`config.mk`:
```
export PLATFORM = sky130hd
export DESIGN_NAME = wb_resp_mux
export DESIGN_NICKNAME = d
export VERILOG_FILES = /design/src/hw/wb_pkg.sv /design/src/hw/wb_resp_mux.sv
export SDC_FILE = /design/constraint.sdc
export NUM_CORES = 1
export LEC_CHECK = 0
export ABC_AREA = 0
export BUFFER_PORTS_ARGS = -buffer_cell sky130_fd_sc_hd__buf_4
export CAP_MARGIN = 20
export CORE_AREA = 5 5 76 78
export DETAILED_ROUTE_END_ITERATION = 10
export DIE_AREA = 0 0 81 83
export PLACE_DENSITY = 0.76
export SLEW_MARGIN = 20
export SYNTH_ARGS = -nofsm -noshare
export SYNTH_HDL_FRONTEND = slang
export SYNTH_SLANG_ARGS = --single-unit
```
`constraint.sdc`:
```
create_clock -name vclk -period 0.8
set_input_delay 0 -clock vclk [all_inputs]
set_output_delay 0 -clock vclk [all_outputs]
set_load 0.01 [all_outputs]
```
`src/hw/wb_pkg.sv`:
```
// ----------------------------------------------------------------------
// Wishbone fabric package
// Bus widths, the region address map and the request and response
// structures shared by the decoder, the memory banks and the mux
// ----------------------------------------------------------------------
package wb_pkg;

    // ------------------------------------------------------------------
    // Bus widths
    // ------------------------------------------------------------------
    localparam int WB_AWIDTH = 32;
    localparam int WB_DWIDTH = 32;
    localparam int WB_SWIDTH = WB_DWIDTH / 8;

    // ------------------------------------------------------------------
    // Memory banks and address map
    // ------------------------------------------------------------------
    localparam int N_BANKS    = 4;
    localparam int BANK_WORDS = 64;
    localparam int BANK_AW    = 6;

    // Word index sits just above the byte offset
    localparam int WORD_LSB = 2;

    // Top nibble picks the region, region k maps to bank k
    localparam int REGION_MSB = 31;
    localparam int REGION_LSB = 28;
    localparam int REGION_W   = REGION_MSB - REGION_LSB + 1;

    // ------------------------------------------------------------------
    // Bus structures
    // ------------------------------------------------------------------
    typedef struct packed {
        logic [WB_AWIDTH-1:0] adr;
        logic [WB_SWIDTH-1:0] sel;
        logic                 we;
        logic [WB_DWIDTH-1:0] dat;
        logic                 cyc;
        logic                 stb;
    } wb_req_t;

    typedef struct packed {
        logic [WB_DWIDTH-1:0] dat;
        logic                 ack;
        logic                 err;
    } wb_rsp_t;

    // One-hot, all zeros for an unmapped region
    typedef logic [N_BANKS-1:0] bank_sel_t;

endpackage

```
`src/hw/wb_resp_mux.sv`:
```
// ----------------------------------------------------------------------
// Wishbone response multiplexer
// Merges the bank and decoder responses into the one master response
// ----------------------------------------------------------------------
module wb_resp_mux (
    input  wb_pkg::wb_rsp_t i_bank_rsp [wb_pkg::N_BANKS],
    input  wb_pkg::wb_rsp_t i_dec_rsp,
    output wb_pkg::wb_rsp_t o_rsp
);

    import wb_pkg::*;

    logic [WB_DWIDTH-1:0] dat_or;
    logic                 ack_or;
    logic                 err_or;

    // AND-OR select, at most one responder answers in any cycle so
    // the answering slave's data passes straight through
    always_comb begin
        dat_or = i_dec_rsp.dat & {WB_DWIDTH{i_dec_rsp.err}};
        ack_or = i_dec_rsp.ack;
        err_or = i_dec_rsp.err;
        for (int k = 0; k < N_BANKS; k++) begin
            dat_or = dat_or | (i_bank_rsp[k].dat & {WB_DWIDTH{i_bank_rsp[k].ack}});
            ack_or = ack_or | i_bank_rsp[k].ack;
            err_or = err_or | i_bank_rsp[k].err;
        end
    end

    assign o_rsp.dat = dat_or;
    assign o_rsp.ack = ack_or;
    assign o_rsp.err = err_or;

endmodule

```
==> After elaboration in Yosys (flattened, before gate mapping) <==
Cells that the tools add are included.
{ "op_classes": {"bitwise_logic": 17} }
{ "ops": {"columns": ["op", "n"], "rows": [
  ["AND 32 bit", 5],
  ["OR 32 bit", 4],
  ["OR 1 bit", 8]
]} }
{ "totals": {"input_bits": 170, "output_inout_bits": 34, "reg_bits": 0, "word_cells": 17} }

==> Depth between registers and ports, before layout <==
{ "logic_depth": {"ltp_word": 5, "mapped_depth": 5, "ltp_nobuf": 2} }

==> Worst setup path after synthesis <==
No wires, ideal clock.
{ "synth_path": {"path_kind": "input to output", "start": "input port i_dec_rsp[0] in the netlist's numbering", "end": "output port o_rsp[32] in the netlist's numbering", "path_slack_ns": 0.145, "stages": 4, "arrival_ns": 0.655, "path_cell_list": "buf_6 > buf_6 > a222oi_1 > nand2_1"} }
{ "synth_lines": {"columns": ["item", "line", "source"], "rows": [
  ["start, declared", "wb_resp_mux.sv:7", "input wb_pkg::wb_rsp_t i_dec_rsp,"],
  ["end, declared", "wb_resp_mux.sv:8", "output wb_pkg::wb_rsp_t o_rsp"]
]} }

==> results.json <==
{
  "drt_iter0_drc": 216,
  "clkbuf_count": 0,
  "gp_congestion": 0.833,
  "worstPathCellList": "clkbuf_16, a222oi_1, nand2_1, buf_4",
  "grt_max_degree": 34,
  "drive_gt1_share_pct": 67.1,
  "outcome": "finished clean",
  "vias": 1969,
  "synth-simple-area-share_pct": 16.7,
  "avgRoutedWirePerCell_um": 18.9,
  "grt_setup_unrepaired": "false",
  "fin_area_sq_mm": 0.00248,
  "first_pass_iters": 7,
  "path_buf_inv": 2,
  "dp_slack_ps": -69.3,
  "grt_overflow_total": 0,
  "crit_fanout": 16,
  "mostFrequentLayoutCell": "buf_4",
  "via_per_inst": 5.18,
  "arrival_ps": 720,
  "drc": 0,
  "synth_compound_area_share_pct": 64.6,
  "hold_viol_final": 0,
  "synthAdderAreaFrac_pct": 0,
  "hp-start": "i_dec_rsp[1]",
  "yosysWarnings": 0,
  "die_h_um": 83,
  "cpMaxStageDelayCell": "a222oi_1",
  "worstHoldPathType": "in -> out",
  "placed_cell_area_sq_mm": 0.00232,
  "p_per_area_mw_per_mm2": 573,
  "grt_pass1_wl_mm": 9.83,
  "die_w_um": 81,
  "place.port_buffers": 204,
  "maxSlewViolCount": 0,
  "grt_usage_pct": 17.7,
  "core-area_sq_mm": 0.00501,
  "critPathLaunchType": "input pin",
  "grt_pass1_vias": 1954,
  "synthXorXnorAreaFrac_pct": 0,
  "antenna_found_initial": 0,
  "yosys-top-cells-area": "a222oi_1 (37%), a22oi_1 (28%), nand2_1 (15%), buf_6 (10%), buf_2 (5.2%)",
  "num-fill-cells": 543,
  "yosysTopAreaCellShare_pct": 36.9,
  "synth_top_area_cell": "a222oi_1",
  "route.antenna.remaining_nets": 0,
  "dieArea_sq_mm": 0.00672,
  "final_nets": 482,
  "fin_crit_ps": 724,
  "netlist_area_sq_um": 867,
  "syn_inst": 124,
  "slew_headroom_pct": 74.4,
  "place_hpwl_mm": 5.29,
  "criticalPathCategory": "in -> out",
  "p_leak_nw": 1.27,
  "num_rows": 26,
  "worstMarginPinSlew_ps": 384,
  "nFlopsAndLatches": 0,
  "cp-end-kind": "output port",
  "holdBufCountCts": 0,
  "layout_common_cells": "buf_4 (198), nand2_1 (34), a222oi_1 (32), a22oi_1 (32), clkbuf_16 (4)",
  "yosysSeqAreaShare_pct": 0,
  "finalCoreUtilization_pct": 49.6,
  "antenna_cells": 0,
  "max_cap_violations": 0,
  "synth_top_family_by_area": "compound AO/OA/AOI/OAI gates",
  "seqCellArea_sq_um": 0,
  "critPathRequiredTime_ps": 800,
  "drt_wl_total_mm": 7.17,
  "finalSetupViolations": 0,
  "max_stage_delay_ps": 310,
  "synth_mux_area_share_pct": 0,
  "initial_core_util_pct": 17.3,
  "io_pins": 204,
  "fin_crit_sh_pct": 90.5,
  "synth.net_count": 294,
  "cpLargestDelayFamily": "buffers and inverters",
  "clock.fmax_ghz": 1.38,
  "synth.avg_cell_area_sq_um": 6.99,
  "hold-path-cell-count": 4,
  "area_growth_pct": 186,
  "ys_types": 9,
  "peakVddDrop_mv": 0.351,
  "min_to": "o_rsp[1]",
  "fin_ws_ps": 76.0
}
[power by group]
| part | internal (mW) | total, mW | switching [mW] |
|---|---|---|---|
| clock | 0 | 0 | 0 |
| sequential | 0 | 0 | 0 |
| combinational | 0.923 | 1.42 | 0.499 |
[through the flow]
stage | power (mW) | TNS (ps) | std cells | hold slack (ps)
6_report | 1.42 | 0 | 380 | 256
5_1_grt | 1.53 | 0 | 380 | 270
4_1_cts | 1.35 | 0 | 376 | 258
3_5_place_dp | 1.33 | -637 | 376 | 258
3_3_place_gp | 1.31 | -383 | 376 | 255
2_1_floorplan | 0.482 | 0 | 124 | 139
[how the worst max path moves through the flow]
stage / startpoint / end / slack [ps] / depth (start not counted)
floorplan: i_dec_rsp[0] / o_rsp[32] / 150 / 4
global placement: i_dec_rsp[0] / o_rsp[19] / -70 / 4
detailed placement: i_dec_rsp[0] / o_rsp[24] / -70 / 4
CTS: i_bank_rsp[35] / o_rsp[24] / 4 / 4
global route: i_bank_rsp[1] / o_rsp[19] / 8 / 4
finish: i_dec_rsp[0] / o_rsp[14] / 80 / 4
[Yosys cell counts]
cell type   n
a22oi_1    32
buf_2       9
clkbuf_1    3
nor3_1      2
nand2_1    34
buf_6       8
buf_4       2
a222oi_1   32
nor2_1      2
[cell type report]
class	instances	area, sq um	share of cell area (%)
Multi-Input combinational cell	102	706	28.4
Timing Repair Buffer	208	1690	68.1
Tap cell	70	87.6	3.53
[metal layers]
layer / vias up / global-route usage [%] / wire [um]
met3: 12 / 4.76 / 917
met5: - / 0 / 0
met1: 899 / 20.4 / 2500
met2: 138 / 32.6 / 3610
met4: 0 / 2.61 / 137
li1: 920 / - / -
[repair_timing]
item	CTS	global route
pin swaps	2	10
endpoints found under the hold margin	0	0
setup endpoints to repair	30	27
resized for setup	5	8
setup buffers	0	0
gates cloned	0	4
[kinds of logic (layout without fill, tap and decap cells)]
| kind of cell | count (synthesis) | after routing |
|---|---|---|
| AOI/OAI and AO/OA | 64 | 64 |
| and+or+nand+nor | 38 | 38 |
| buffers and inverters | 22 | 208 |
No activity file was read; power rests on OpenSTA's default activity.
